<file path="src/pkt_buffer_pkg.sv">
`default_nettype none

package pkt_buffer_pkg;

    //////////////////////////////
    // widths and depth

    localparam int DATA_W  = 64;
    localparam int KEEP_W  = DATA_W / 8;
    localparam int ENTRY_W = 1 + KEEP_W + DATA_W;   // {last, keep, data}
    localparam int META_W  = 32;

    localparam int ADDR_W  = 6;
    localparam int DEPTH   = 1 << ADDR_W;

    //////////////////////////////
    // cpu request opcodes

    typedef enum logic [1:0] {
        OP_PKT_RD  = 2'd0,
        OP_PKT_WR  = 2'd1,
        OP_META_RD = 2'd2,
        OP_META_WR = 2'd3
    } cpu_op_t;

endpackage

`default_nettype wire

</file>
<file path="src/cpu_result_pipe.sv">
`default_nettype none

// two stage cpu response, stage one covers the ram read
module cpu_result_pipe
    import pkt_buffer_pkg::*;
(
    input  wire               clk,
    input  wire               rstn,

    input  wire               issue_valid,
    input  wire cpu_op_t      issue_op,
    input  wire [ENTRY_W-1:0] pkt_a_rdata,
    input  wire [META_W-1:0]  meta_a_rdata,

    output logic               cpu_rsp_valid,
    output cpu_op_t            cpu_rsp_op,
    output logic [ENTRY_W-1:0] cpu_rsp_data
);

    logic    s1_valid;
    cpu_op_t s1_op;

    //////////////////////////////
    // valid chain

    always_ff @(posedge clk)
    begin
        if (!rstn)
        begin
            s1_valid      <= 1'b0;
            cpu_rsp_valid <= 1'b0;
        end
        else
        begin
            s1_valid      <= issue_valid;
            cpu_rsp_valid <= s1_valid;
        end
    end

    //////////////////////////////
    // opcode and data

    always_ff @(posedge clk)
    begin
        s1_op <= issue_op;
        if (s1_valid)
        begin
            cpu_rsp_op <= s1_op;
            unique case (s1_op)
                OP_PKT_RD:  cpu_rsp_data <= pkt_a_rdata;
                OP_META_RD: cpu_rsp_data <= ENTRY_W'(meta_a_rdata);   // zero extend
                default:    cpu_rsp_data <= '0;                       // write ack
            endcase
        end
    end

    // one request in flight at a time
    single_in_flight: assert property (@(posedge clk) disable iff (!rstn)
        !(s1_valid && cpu_rsp_valid))
        else $error("cpu_result_pipe: overlapping cpu requests");

endmodule

`default_nettype wire

</file>
<file path="config.mk">
export PLATFORM = sky130hd
export DESIGN_NAME = cpu_result_pipe
export DESIGN_NICKNAME = d
export VERILOG_FILES = /design/src/pkt_buffer_pkg.sv /design/src/cpu_result_pipe.sv
export SDC_FILE = /design/constraint.sdc
export NUM_CORES = 1
export LEC_CHECK = 0
export BUFFER_PORTS_ARGS = -buffer_cell sky130_fd_sc_hd__buf_2
export CAP_MARGIN = 20
export CORE_MARGIN = 10
export CORE_UTILIZATION = 25
export DETAILED_ROUTE_END_ITERATION = 7
export PLACE_DENSITY = 0.57
export SYNTH_ARGS = -nofsm -noshare
export SYNTH_HDL_FRONTEND = slang
export SYNTH_SLANG_ARGS = --single-unit
export TNS_END_PERCENT = 20
</file>
<file path="constraint.sdc">
create_clock -name clk -period 2.7 [get_ports clk]
set_input_delay 0.405 -clock clk [delete_from_list [all_inputs] [get_ports clk]]
set_output_delay 0.405 -clock clk [all_outputs]
set_load 0.005 [all_outputs]
</file>
==> flow_summary.toml, run 1 <==
[synth]
synth_area_leaders = "edfxtp_1, mux2i_1, and2_1, nor2_1, dfxtp_1"
synth_area_mm2 = 0.003198
synth.distinct_cells = 9
syn_nets = 309
yosys_warnings = 0
ys_seq_elements = 79
yosysSeqAreaShare_pct = 72.93
yosys.area.top_type_share_pct = 70.42
synthesis.instances = 199
postSynthAreaPerCell_um2 = 16.07
yosysTopAreaCell = "edfxtp_1"

[status]
status = "completed"

[grt]
grt_overflow = 0
grt_pass1_wl_mm = 13.68
antenna_found_initial = 0
grt_max_degree = 45
grt_pass1_vias = 2566
track_usage_pct = 9.846

[worst_setup_path]
cpPeakStageDelay_ns = 0.57
critPathMaxFanout = 24
cp.depth = 3
worstSetupPathType = "register to register"
path_cells = "buf_12, mux2i_1, nor2_1"
arrival_ns = 1.47
crit_family = "flip-flops"
end_kind = "register"
critPathBufInv = 1
crit_required_ns = 2.78
r2r_cells = 3
crit_path_start_kind = "register"
slowest_stage = "dfxtp_2"

[sta]
fin_crit_ns = 1.387
tightest_slew_ns = 0.4722
rsz0062_at_grt = "no"
setup_violations = 0
fmax_ghz = 0.7211
relSlewSlack_pct = 68.52
finClkSkew_ns = 0.005463
finalHoldViolations = 0
fin_ws_ns = 1.313
tns_ns = 0
fin_crit_sh_pct = 51.36
drv_slew = 0

[finish]
final_nets = 496
area_delta_synth_final_pct = 42.53
final_core_util_pct = 36.27
diodes = 0
seq_area_mm2 = 0.002337
fillers = 1257
finalNonFillerCells = 562
layout-drive-gt1-share_pct = 52.31
multi_input_area_um2 = 729.5

[cts]
cts_tree = "yes"
cts_max_path_buffers = 2
root_buffer = "clkbuf_16"
clk_pin_slew_ns = 0.06
h-tree-depth = 3
cts.sink_count = 79
cts_made_buffers = 9
cts_hold_repair.buffers = 0
clock_latency_ns = 0.33
cts_setup_buffers = 0
cts_resized = 0

[route]
drt_iter0_drc = 87
drc = 0
num_vias = 2229
first_pass_iters = 3
vias_per_cell = 3.966
wire_per_inst_um = 15.44
drt_wl_total_mm = 8.677
ant_nets = 0

[placement]
dp_cells = 547
place_ws_ns = 1.289
gp_congestion = 0.7045
io_buffers = 185
dpl.hpwl_mm = 6.734

[power]
p_per_area_mw_per_mm2 = 630.8
vdd_drop_max_uv = 245.0
total_power_w = 0.002875
leakage_nw = 2.171

[floorplan]
core.rowCount = 41
die_w_um = 133.1
ios = 186
die_y_um = 133.1
die_area_mm2 = 0.01772
initial_core_util_pct = 25.45
core_mm2 = 0.01257

[hold_path]
whs_path_depth = 1
holdCritPathClass = "input port to register"

[job]
maxCapViolations = 0
synthesized netlist by cell type (all sizes together):
cell type  count
nor2          33
dfxtp          4
and2          43
mux2i         32
edfxtp        75
buf           12
registers in the layout, summed over array words and instances, names as in the netlist:
name and cells:
cpu_rsp_data 73, cpu_rsp_op 2, cpu_rsp_valid 1, s1_op 2, s1_valid 1
layout by cell type (no fill, tap or decap), drive strengths merged:
master,count
buf,188
edfxtp,75
and2,43
nor2,33
mux2i,32
clkbuf,10
dfxtp,4
clkinv,3
bufinv,2
worst paths after layout:
path	startpoint	to	slack [ns]
worst max-delay path	s1_op[1]$_DFF_P_	cpu_rsp_data[19]$_DFFE_PP_	1.31
worst min-delay path	issue_op[0]	s1_op[0]$_DFF_P_	0.17
worst min register to register	s1_op[1]$_DFF_P_	cpu_rsp_op[1]$_DFFE_PP_	0.66
worst max register to register	s1_op[1]$_DFF_P_	cpu_rsp_data[19]$_DFFE_PP_	1.31
cell families (layout without fill, tap and decap cells):
kind of cell,after synthesis,after routing,share of synthesized area [%]
flops,79,79,72.93
simple gates,76,76,12.79
mux,32,32,10.02
buf+inv,12,203,4.264
through the flow:
| stage | cell area, µm² | hold slack [ns] |
|---|---|---|
| CTS | 4558 | 0.1505 |
| floorplan | 3198 | 0.4029 |
| finish | 4558 | 0.1711 |
| global route | 4558 | 0.1521 |
| global placement | 4255 | 0.5102 |
| detailed placement | 4255 | 0.5103 |
routing by layer:
| metal | vias to the layer above | wire length (µm) | global-route usage, % |
|---|---|---|---|
| li1 | 1076 | - | - |
| met1 | 1026 | 3438 | 10.77 |
| met2 | 114 | 4093 | 15.33 |
| met3 | 13 | 962 | 5.188 |
| met4 | 0 | 183 | 4.958 |
| met5 | - | 0 | 0 |
power by group:
part / leakage, nW / internal (W) / switching (W) / total (W)
sequential: 0.826 / 0.00139 / 0.0000232 / 0.00141
clock: 0.150 / 0.000798 / 0.000452 / 0.00125
combinational: 1.20 / 0.000121 / 0.0000966 / 0.000218
layout make-up:
cell class | count | share of cell area, %
Tap cell | 172 | 4.721
Sequential cell | 79 | 51.28
Timing Repair Buffer | 188 | 21.36
Multi-Input combinational cell | 108 | 16.00
Clock buffer | 10 | 5.023
Clock inverter | 5 | 1.620
worst register-to-register path: cells and delay by family, from the launching register on:
| family | cells | cell delay (ns) |
|---|---|---|
| multiplexers | 1 | 0.25 |
| AND/OR/NAND/NOR | 1 | 0.05 |
| buffers and inverters | 1 | 0.26 |
| flip-flops | 1 | 0.57 |
Power figures use the tool's default switching activity.
==> run 2: changes to the inputs <==
==> constraint.sdc (replaced) <==
create_clock -name clk -period 1.3 [get_ports clk]
set_input_delay 0.195 -clock clk [delete_from_list [all_inputs] [get_ports clk]]
set_output_delay 0.195 -clock clk [all_outputs]
set_load 0.005 [all_outputs]
==> flow_summary.toml, run 2 (synthesized netlist as in run 1, its figures left out) <==
[floorplan]
ios = 186
initial_core_util_pct = 25.45
core_mm2 = 0.01257
die_w_um = 133.1
die_area_mm2 = 0.01772
core.rowCount = 41
die_y_um = 133.1

[finish]
layout_commonest_cell = "buf_2"
final_cell_mix = "buf_2, edfxtp_1, and2_1"
final_nets = 502
seq_area_mm2 = 0.002337
top_register = "cpu_rsp_data"
reg_top3 = "cpu_rsp_data: 73 flops, cpu_rsp_op: 2 flops, s1_op: 2 flops"
largest_reg_flops = 73
multi_input_area_um2 = 729.5
fillers = 1262
area_delta_synth_final_pct = 44.44
layout-drive-gt1-share_pct = 52.64
final_core_util_pct = 36.75
diodes = 0
finalNonFillerCells = 569

[worst_setup_path]
r2r_cells = 3
critPathBufInv = 1
cp.depth = 3
end_kind = "register"
crit_required_ns = 1.38
crit_start = "s1_op[1]$_DFF_P_"
worstSetupPathType = "register to register"
crit_family = "flip-flops"
arrival_ns = 1.31
critPathMaxFanout = 20
slowest_stage = "dfxtp_2"
reg2reg_to = "cpu_rsp_data[3]$_DFFE_PP_"
cpPeakStageDelay_ns = 0.46
regToRegSetupSlack_ns = 0.08
r2r-start = "s1_op[1]$_DFF_P_"
crit_path_start_kind = "register"
path_cells = "buf_12, mux2i_1, nor2_1"
critPathCapture = "cpu_rsp_data[3]$_DFFE_PP_"

[sta]
tns_ns = 0
drv_slew = 0
finalHoldViolations = 0
finClkSkew_ns = 0.003058
rsz0062_at_grt = "no"
tightest_slew_ns = 0.4228
setup_violations = 0
fin_crit_ns = 1.224
relSlewSlack_pct = 71.81
fin_crit_sh_pct = 94.17
fmax_ghz = 0.8168

[grt]
grt_overflow = 0
antenna_found_initial = 0
grt_pass1_wl_mm = 13.69
grt_pass1_vias = 2601
track_usage_pct = 9.930
grt_max_degree = 46

[cts]
cts_tree = "yes"
clk_pin_slew_ns = 0.06
clock_latency_ns = 0.33
cts_made_buffers = 9
h-tree-depth = 3
cts.sink_count = 79
root_buffer = "clkbuf_16"
cts_max_path_buffers = 2
cts_resized = 0

[route]
drt_iter0_drc = 64
first_pass_iters = 4
ant_nets = 0
drt_wl_total_mm = 8.669
drc = 0
wire_per_inst_um = 15.24
vias_per_cell = 3.931
num_vias = 2237

[job]
maxCapViolations = 0

[power]
p_per_area_mw_per_mm2 = 1266
total_power_w = 0.005846
vdd_drop_max_uv = 482.6
leakage_nw = 2.198

[hold_path]
whs_path_depth = 2
holdCritPathClass = "input port to register"

[placement]
gp_congestion = 0.6987
io_buffers = 185
dp_cells = 551
dpl.hpwl_mm = 6.803

[status]
status = "completed"
## run 2: what timing repair did
action | in CTS | in global routing
hold buffers | 2 | 0
endpoints found under the hold margin | 2 | 0
buffers inserted | 0 | 0
## run 2: through the flow
stage	cell area, µm²	hold slack, ns	setup slack [ns]
5_1_grt	4619	0.08908	0.01243
4_1_cts	4619	0.06289	0.06258
3_5_place_dp	4310	0.3042	0.07242
2_1_floorplan	3202	0.2227	0.1138
6_report	4619	0.08151	0.07573
3_3_place_gp	4310	0.2995	0.1152
## run 2: cell type report
| class | instances | area share (%) |
|---|---|---|
| Clock buffer | 9 | 4.875 |
| Clock inverter | 7 | 1.381 |
| Multi-Input combinational cell | 108 | 15.79 |
| Sequential cell | 79 | 50.60 |
| Tap cell | 172 | 4.659 |
| Timing Repair Buffer | 194 | 22.70 |
## run 2: how the worst min path moves through the flow
stage          slack (ns)        start                        to
6_report             0.08         rstn  cpu_rsp_valid$_SDFF_PN0_
5_1_grt              0.09         rstn  cpu_rsp_valid$_SDFF_PN0_
4_1_cts              0.06         rstn  cpu_rsp_valid$_SDFF_PN0_
3_5_place_dp         0.30  issue_op[1]          s1_op[1]$_DFF_P_
3_3_place_gp         0.30  issue_op[0]          s1_op[0]$_DFF_P_
2_1_floorplan        0.22  issue_op[0]          s1_op[0]$_DFF_P_
## run 2: layer usage
metal / global-route usage (%) / vias up / wire [µm]
met4: 4.958 / 0 / 184
met3: 5.000 / 16 / 963
met1: 10.99 / 1014 / 3467
met5: 0 / - / 0
met2: 15.50 / 120 / 4053
li1: - / 1087 / -
## run 2: worst register-to-register path, delay by kind of cell, from the launching register on
| family | cells | cell delay, ns |
|---|---|---|
| flops | 1 | 0.46 |
| simple gates | 1 | 0.06 |
| mux | 1 | 0.23 |
| buf+inv | 1 | 0.22 |
## run 2: power by group
group	leakage [nW]	switching, W	total, W	internal (W)
registers	0.826	0.0000255	0.00290	0.00288
logic	1.23	0.000228	0.000500	0.000271
clock network	0.140	0.000977	0.00245	0.00147
