===== config.mk =====
export PLATFORM = sky130hd
export DESIGN_NAME = cpu_access_arbiter
export DESIGN_NICKNAME = d
export VERILOG_FILES = /design/src/pkt_buffer_pkg.sv /design/src/cpu_access_arbiter.sv
export SDC_FILE = /design/constraint.sdc
export NUM_CORES = 1
export LEC_CHECK = 0
export BUFFER_PORTS_ARGS = -buffer_cell sky130_fd_sc_hd__buf_4
export CORE_AREA = 2 2 121 123
export DETAILED_ROUTE_END_ITERATION = 7
export DIE_AREA = 0 0 123 125
export PLACE_DENSITY_LB_ADDON = 0.12
export SYNTH_ARGS = -nofsm -noshare
export SYNTH_HDL_FRONTEND = slang
export SYNTH_SLANG_ARGS = --single-unit

===== constraint.sdc =====
create_clock -name clk -period 7.95 [get_ports clk]
set_clock_uncertainty 0.05 [all_clocks]
set_input_delay 1.1925 -clock clk [delete_from_list [all_inputs] [get_ports clk]]
set_output_delay 1.1925 -clock clk [all_outputs]
set_load 0.02 [all_outputs]

===== src/pkt_buffer_pkg.sv =====
`default_nettype none

package pkt_buffer_pkg;

    //////////////////////////////
    // widths and depth

    localparam int DATA_W  = 64;
    localparam int KEEP_W  = DATA_W / 8;
    localparam int ENTRY_W = 1 + KEEP_W + DATA_W;   // {last, keep, data}
    localparam int META_W  = 32;

    localparam int ADDR_W  = 6;
    localparam int DEPTH   = 1 << ADDR_W;

    //////////////////////////////
    // cpu request opcodes

    typedef enum logic [1:0] {
        OP_PKT_RD  = 2'd0,
        OP_PKT_WR  = 2'd1,
        OP_META_RD = 2'd2,
        OP_META_WR = 2'd3
    } cpu_op_t;

endpackage

`default_nettype wire


===== src/cpu_access_arbiter.sv =====
`default_nettype none

// port a owner select, datapath writes first
module cpu_access_arbiter
    import pkt_buffer_pkg::*;
(
    input  wire               clk,
    input  wire               rstn,

    input  wire               dp_wr_en,
    input  wire [ADDR_W-1:0]  dp_wr_addr,
    input  wire [ENTRY_W-1:0] dp_wr_entry,
    input  wire [META_W-1:0]  dp_wr_meta,

    input  wire               cpu_req_valid,
    input  wire cpu_op_t      cpu_req_op,
    input  wire [ADDR_W-1:0]  cpu_req_addr,
    input  wire [ENTRY_W-1:0] cpu_req_wdata,

    output logic [ADDR_W-1:0]  a_addr,
    output logic               pkt_a_we,
    output logic [ENTRY_W-1:0] pkt_a_wdata,
    output logic               meta_a_we,
    output logic [META_W-1:0]  meta_a_wdata,
    output logic               issue_valid,
    output cpu_op_t            issue_op
);

    typedef enum logic {
        ST_IDLE,
        ST_WAIT_DP_IDLE
    } arb_state_t;

    arb_state_t state, state_next;

    // held request
    cpu_op_t              hold_op;
    logic [ADDR_W-1:0]    hold_addr;
    logic [ENTRY_W-1:0]   hold_wdata;

    logic                 sel_valid;
    cpu_op_t              sel_op;
    logic [ADDR_W-1:0]    sel_addr;
    logic [ENTRY_W-1:0]   sel_wdata;

    //////////////////////////////
    // request source

    assign sel_valid = (state == ST_WAIT_DP_IDLE) || cpu_req_valid;
    assign sel_op    = (state == ST_WAIT_DP_IDLE) ? hold_op    : cpu_req_op;
    assign sel_addr  = (state == ST_WAIT_DP_IDLE) ? hold_addr  : cpu_req_addr;
    assign sel_wdata = (state == ST_WAIT_DP_IDLE) ? hold_wdata : cpu_req_wdata;

    //////////////////////////////
    // port a mux

    always_comb
    begin
        state_next   = state;
        a_addr       = dp_wr_addr;
        pkt_a_we     = dp_wr_en;
        pkt_a_wdata  = dp_wr_entry;
        meta_a_we    = dp_wr_en;
        meta_a_wdata = dp_wr_meta;
        issue_valid  = 1'b0;
        issue_op     = sel_op;

        if (dp_wr_en)
        begin
            if (state == ST_IDLE && cpu_req_valid)
            begin
                state_next = ST_WAIT_DP_IDLE;   // park it
            end
        end
        else if (sel_valid)
        begin
            state_next   = ST_IDLE;
            a_addr       = sel_addr;
            pkt_a_wdata  = sel_wdata;
            meta_a_wdata = sel_wdata[META_W-1:0];
            issue_valid  = 1'b1;
            unique case (sel_op)
                OP_PKT_WR:  pkt_a_we  = 1'b1;
                OP_META_WR: meta_a_we = 1'b1;
                default:    ;                   // reads need no enable
            endcase
        end
    end

    always_ff @(posedge clk)
    begin
        if (!rstn)
        begin
            state <= ST_IDLE;
        end
        else
        begin
            state <= state_next;
        end
    end

    always_ff @(posedge clk)
    begin
        if (state == ST_IDLE && dp_wr_en && cpu_req_valid)
        begin
            hold_op    <= cpu_req_op;
            hold_addr  <= cpu_req_addr;
            hold_wdata <= cpu_req_wdata;
        end
    end

    // host may not issue while a request is parked
    no_req_while_held: assert property (@(posedge clk) disable iff (!rstn)
        state == ST_WAIT_DP_IDLE |-> !cpu_req_valid)
        else $error("cpu_access_arbiter: cpu request while one is held");

endmodule

`default_nettype wire


==> results of run 1 <==
## metrics by stage
stage          util [%]  setup slack, ps
6_report           55.6             3220
2_1_floorplan         -             3870
3_5_place_dp       53.5             3250
5_1_grt            55.6             3060
3_3_place_gp       53.5             3250
4_1_cts            55.6             3230
## registers in the layout (all words and copies together), names as in the netlist
register    cells
state           1
hold_wdata     73
hold_op         2
hold_addr       6
## cells in the mapped netlist
cell type,instances
nand2_1,98
edfxtp_1,81
nand3_1,67
a21oi_1,64
nor2_1,49
o22ai_1,47
and4bb_2,30
buf_2,30
o32ai_1,27
o32ai_2,20
clkbuf_1,16
buf_4,4
buf_6,4
inv_1,2
nand2b_1,2
nor2b_1,2
nor4bb_1,2
and2_1,1
and3_1,1
dfxtp_1,1
mux2_2,1
o21ai_0,1
o221ai_1,1
or2_1,1
## final timing paths
check	slack, ps	end	cells past startpoint
worst min-delay path	990	hold_wdata[2]	1
worst max register to register	5540	state	2
worst max-delay path	3220	a_addr[5]	5
worst min register to register	1860	state	2
## cells by family after synthesis
group	synth area share, %
DFF	46.5
and+or+nand+nor	25.2
AOI/OAI and AO/OA	22.6
buffers and inverters	5.55
muxes	0.214
## worst max-delay path, stage by stage
cell      delay (ps)
buf_4            670
nand2b_2         920
o22ai_1          210
nor2_1           220
buf_4            180
## final cells by class
| cell class | instances | area [um^2] |
|---|---|---|
| Inverter | 2 | 7.51 |
| Sequential cell | 82 | 2460 |
| Clock inverter | 4 | 67.6 |
| Timing Repair Buffer | 315 | 2360 |
| Clock buffer | 11 | 233 |
| Tap cell | 184 | 230 |
| Fill cell | 1276 | 6300 |
| Multi-Input combinational cell | 414 | 2540 |
## per-layer routing
metal	wire (um)	up-vias	part of all wire (%)	GRT usage, %
li1	-	2676	-	-
met4	686	0	3.7	11.2
met1	7000	2641	38	27.0
met3	1660	47	9.0	5.02
met5	0	-	0	0
met2	9170	292	50	40.3
## power breakdown
| part | leakage, nW | total [mW] | switching, mW | internal [mW] |
|---|---|---|---|---|
| clock network | 0.145 | 0.430 | 0.158 | 0.271 |
| logic | 2.38 | 0.414 | 0.220 | 0.193 |
| registers | 0.765 | 0.510 | 0.0119 | 0.498 |
| total | 3.29 | 1.35 | 0.391 | 0.963 |
==> impl_results.md, run 1 <==
- Status: complete, no violations
- Placement Cell Area: 7600 um^2
- Vias per inst: 5.59
- Cell area after layout: 7900 um^2
- Synth Register Bits: 82
- Final Setup Violations: 0
- WL/cell: 18.3 um
- Leading cell types by total area after synthesis: edfxtp_1 46%, and4bb_2 7.1%, nand2_1 7.0%
- Share of layout cells above drive strength 1: 46.4%
- CTS tree: yes
- Critical path fanouts, max: 103
- Worst Hold Class: primary input to register
- Final Hold Slack: 987 ps
- Required @ worst endpoint: 6710 ps
- DRT Wirelength: 18.5 mm
- Root Driver: clkbuf_16
- DRC: 0
- Design Power: 1.35 mW
- Total track usage: 23.3%
- Commonest non-fill, non-tap cell in the layout: buf_4
- Hold Buf Count CTS: 0
- Crit path from: dp_wr_en
- Cell taking the most area after synthesis: edfxtp_1
- Std-Cell Rows: 44
- Initial Util: 37.1%
- Width of the die: 123 um
- Sequential area share after synthesis: 46.5%
- Placed cell count: 997
- Hold_sp: cpu_req_wdata[2]
- Reg clk slew, reported paths: 60 ps
- Clk sinks: 82
- P_leak: 3.29 nW
- Initial antenna violation count: 0
- Power Dens Cells: 171 nW/um^2
- Post-Syn Area per Cell: 9.55 um^2
- Unrepaired setup endpoints after global routing: no
- CP Data Arrival Time: 3490 ps
- Cell Area, Synth: 5270 um^2
- CP Launch Type: primary input
- Syn Nets: 748
- Port bufs: 311
- Rel. slew slack: 22.5%
- Vias: 5,656
- Layout Cells excl Fill: 1,012
- Layout area overhead: 49.9%
- Die ar.: 15,400 um^2
- # IOs: 312
- Final TNS setup: 0 ps
- Worst slew pin tran: 1160 ps
- Layout Nets: 1,020
- Core area: 14,200 um^2
- Share of the synthesized area in the top cell type: 46.1%
- Final min period: 4730 ps
- Final period util: 59.5%
- CP endpoint kind: output pin
- Number of hold violations in the final report: 0
- Pre-antenna DRT Iters: 5
- Hpwl dp: 12.9 mm
- Post_cts resized: 0
- Number of H-tree levels: 3
- Total gr overflow: 0
- First-pass GRT wire length: 28.5 mm
- Yosys warnings: 0
- Post-CTS Setup Bufs: 0
- GP Congestion: 0.842
- Fmax achieved: 211 MHz
- Antenna diodes: 0
- Total CTS buffers: 9
- Number of max-cap violations: 0
- CTS Buffer Depth: 2
- Crit Reg-Reg Startpoint: state
- Gate Count Post-Synth: 552
- Crit Path Category: primary input to output pin
- Most frequent cells in the layout: 315 x buf_4, 98 x nand2_1, 81 x edfxtp_1, 67 x nand3_1, 64 x a21oi_1
- Max Slew Vio Count: 0
- Vias in the first global route: 5,559
- Post-synthesis cell type count: 24
- Maximum vdd ir drop: 0.102 mV
- Detail Route Antenna Nets: 0
- Die Y: 125 um
- Clock latency on the worst-skew pair: 330 ps
- DR iter-0 viols: 286
- Largest net degree at the start of global routing: 104
Power figures use the tool's default switching activity.
==> inputs of run 2 (changes only) <==
- ABC_AREA: unset -> 1
- CORE_AREA: 2 2 121 123 -> 2 2 120 122
- DIE_AREA: 0 0 123 125 -> 0 0 122 124
- clock period: 7.95 -> 4.3 ns (I/O delays scaled with it)
==> run 2 against run 1 <==
  * Sequential power grew 82%
  * Hold slack lost 540 ps
  * Area after synthesis shrank 6.0%
  * Cell count grew 14%
  * Critical endpoint is now pkt_a_wdata[10]
  * Largest cell class is now flip-flops and latches
==> impl_results.md, run 2 <==
- Status: complete, no violations (unchanged)
- Bufs and invs on worst path: 4 (was 2)
- Hold Buf Count CTS: 0 (unchanged)
- Commonest non-fill, non-tap cell in the layout: nand2_1 (was buf_4)
- Clk sinks: 82 (unchanged)
- Cell taking the most area after synthesis: edfxtp_1 (unchanged)
- Cell Chain, Critical Path: buf_4 -> nor2_4 -> nor2_2 -> clkinv_2 -> buf_12 -> nand2_1 -> nand2_1 -> buf_4 (was buf_4 -> nand2b_2 -> o22ai_1 -> nor2_1 -> buf_4)
- Die Y: 124 um (was 125 um)
- CP Data Arrival Time: 2620 ps (was 3490 ps)
- Cell family with most CP delay: buffers and inverters (was simple AND/OR/NAND/NOR gates)
- Leading cell types by total area after synthesis: edfxtp_1 49%, nand2_1 36%, nand3_1 8.2% (was edfxtp_1 46%, and4bb_2 7.1%, nand2_1 7.0%)
- Worst slew pin tran: 731 ps (was 1160 ps)
- Biggest regs: hold_wdata x73, hold_addr x6, hold_op x2 (unchanged)
- RR Endpoint: hold_wdata[35] (was state)
- Fmax achieved: 302 MHz
- Most flop-heavy register: hold_wdata (unchanged)
- Sequential area share after synthesis: 49.5% (was 46.5%)
- Endpoint, Worst Hold: hold_wdata[1] (was hold_wdata[2])
- Gate Count Post-Synth: 692 (was 552)
- Required @ worst endpoint: 3610 ps (was 6710 ps)
- PnR worst setup slack: 990 ps (was 3220 ps)
- Std-Cell Rows: 43 (was 44)
- Max Slew Vio Count: 0 (unchanged)
- Post-CTS Setup Bufs: 0 (unchanged)
- Critical path fanouts, max: 59 (was 103)
- Layout area overhead: 53.0% (was 49.9%)
- Critical path's slowest cell: clkinv_2 (was nand2b_2)
- Top cells by count, synth: 472 x nand2_1, 81 x edfxtp_1, 81 x nand3_1 (was 98 x nand2_1, 81 x edfxtp_1, 67 x nand3_1)
- Final Setup Violations: 0 (unchanged)
- Max reg flops: 73 (unchanged)
- CP endpoint kind: output pin (unchanged)
- Post-Syn Area per Cell: 7.16 um^2 (was 9.55 um^2)
- CP Launch Type: primary input (unchanged)
- WHS Path Cells: 1 (unchanged)
- Net switching power: 673 uW (was 391 uW)
- Reg clk slew, reported paths: 60 ps (about the same)
- Final period util: 77.0%
- WL/cell: 14.4 um (was 18.3 um)
- Total CTS buffers: 9 (unchanged)
- Dominant cell by count in the synthesized netlist: nand2_1 (unchanged)
- Initial Util: 36.1% (was 37.1%)
- Layout Cells excl Fill: 1,157 (was 1,012)
- Most used DFF post-synth: edfxtp_1 (unchanged)
- Combinational Power Share: 30.0% (was 30.6%)
- Total gr overflow: 0 (unchanged)
- Most frequent cells in the layout: 472 x nand2_1, 316 x buf_4, 81 x nand3_1, 81 x edfxtp_1, 9 x clkbuf_16 (was 315 x buf_4, 98 x nand2_1, 81 x edfxtp_1, 67 x nand3_1, 64 x a21oi_1)
- Vias: 5,340 (was 5,656)
- Placement Cell Area: 7340 um^2 (was 7600 um^2)
- Synth Register Bits: 82 (unchanged)
- Post-synth EDFFs: 81 (unchanged)
- Initial antenna violation count: 0 (unchanged)
- DRC: 0 (unchanged)
- Share of the synthesized area in the top cell type: 49.1% (was 46.1%)
- Width of the die: 122 um (was 123 um)
- Placed cell count: 1,144 (was 997)
- Hold_sp: cpu_req_wdata[1] (was cpu_req_wdata[2])
- Final min period: 3310 ps
- Number of H-tree levels: 3 (unchanged)
- First-pass GRT wire length: 25.1 mm (was 28.5 mm)
- Number of hold violations in the final report: 0 (unchanged)
- Post-synthesis cell type count: 14 (was 24)
- Rel. slew slack: 51.3% (was 22.5%)
- R2R cell count: 6 (was 2)
- Power Dens Cells: 300 nW/um^2 (was 171 nW/um^2)
- CTS Buffer Depth: 2 (unchanged)
- Slowest stage delay, CP: 570 ps (was 920 ps)
- Number of max-cap violations: 0 (unchanged)
- Yosys warnings: 0 (unchanged)
- Detail Route Antenna Nets: 0 (unchanged)
- # IOs: 312 (unchanged)
- Antenna diodes: 0 (unchanged)
- Final TNS setup: 0 ps (unchanged)
- FFs w/ async S/R, synth: 0% (unchanged)
- Worst Hold Class: primary input to register (unchanged)
- Cell area after layout: 7580 um^2 (was 7900 um^2)
- Hpwl dp: 11.8 mm (was 12.9 mm)
- Sw Share: 29.5% (was 28.9%)
- Cell internal pwr: 1.61 mW (was 963 uW)
- Maximum vdd ir drop: 0.141 mV (was 0.102 mV)
- DRT Wirelength: 16.6 mm (was 18.5 mm)
- Post_cts resized: 0 (unchanged)
- Port bufs: 311 (unchanged)
- GP Congestion: 0.735 (was 0.842)
- Cell Area, Synth: 4960 um^2 (was 5270 um^2)
- Vias per inst: 4.62 (was 5.59)
- Total track usage: 21.1% (was 23.3%)
- Crit Path Category: primary input to output pin (unchanged)
- Post-Place Worst Slack: 968 ps (was 3250 ps)
- Clock share of power: 29.3% (was 31.8%)
- DR iter-0 viols: 291 (was 286)
- Pre-antenna DRT Iters: 4 (was 5)
- Unrepaired setup endpoints after global routing: no (unchanged)
- Core area: 13,700 um^2 (was 14,200 um^2)
- Root Driver: clkbuf_16 (unchanged)
- Die ar.: 15,100 um^2 (was 15,400 um^2)
- Clock latency on the worst-skew pair: 330 ps (about the same)
- Layout Nets: 1,171 (was 1,020)
- Share of layout cells above drive strength 1: 34.3% (was 46.4%)
- Crit Reg-Reg Startpoint: state (unchanged)
- R2R setup slack: 1640 ps (was 5540 ps)
- Design Power: 2.28 mW (was 1.35 mW)
- Seq pwr share: 40.7% (was 37.7%)
- Largest net degree at the start of global routing: 63 (was 104)
- P_leak: 4.09 nW (was 3.29 nW)
- CTS tree: yes (unchanged)
- Syn Nets: 888 (was 748)
- Vias in the first global route: 5,000 (was 5,559)
## run 2: cell types whose count changed in the layout (fill, tap and decap cells not counted), moves of 2 or more
cell	delta
nand2b_2	-2
o32ai_1	-27
o32ai_2	-20
nand2_1	+374
bufinv_16	-2
inv_2	+2
o22ai_1	-47
a21oi_1	-64
and4bb_2	-30
nor4bb_1	-2
buf_12	+3
nor2_1	-47
nand3_1	+14
## run 2: final cells by class
cell class,count,area (um^2)
Inverter,6,23.8
Tap cell,180,225
Multi-Input combinational cell,557,2210
Sequential cell,82,2450
Timing Repair Buffer,319,2430
Clock inverter,2,7.51
Fill cell,1404,6130
Clock buffer,11,233
## run 2: worst max-delay path by stage
stage	slack, ps	startpoint	to	cells past startpoint
after floorplan	560	cpu_req_valid	hold_addr[0]	4
after global placement	980	cpu_req_valid	pkt_a_wdata[44]	8
after detailed placement	970	cpu_req_valid	pkt_a_wdata[36]	8
after CTS	970	cpu_req_valid	pkt_a_wdata[36]	8
after global routing	770	cpu_req_valid	pkt_a_wdata[33]	8
final	990	cpu_req_valid	pkt_a_wdata[10]	8
## run 2: per-stage QoR
step,util (%),hold WS [ps]
finish,55.3,445
global route,55.3,439
CTS,55.3,434
detailed placement,53.5,471
global placement,53.5,462
floorplan,-,462
## run 2: power by group through the flow
stage	Clock (mW)	Combinational (mW)	Sequential, mW
after global routing	0.705	0.749	0.931
final	0.666	0.684	0.927
after CTS	0.682	0.692	0.927
after floorplan	0	0.348	0.945
after detailed placement	0	0.690	0.944
after global placement	0	0.685	0.943
## run 2: kinds of logic (layout without fill, tap and decap cells)
logic type	count (synthesis)	in the layout	synth area share [%]
buffers and inverters	53	338	6.08
DFF	82	82	49.5
and+or+nand+nor	557	557	44.4
## run 2: layer usage
metal / wire length, um / GRT usage, % / vias up
li1: - / - / 2757
met1: 6910 / 26.9 / 2352
met2: 8220 / 36.3 / 216
met3: 1300 / 4.30 / 15
met4: 222 / 6.54 / 0
met5: 0 / 0 / -
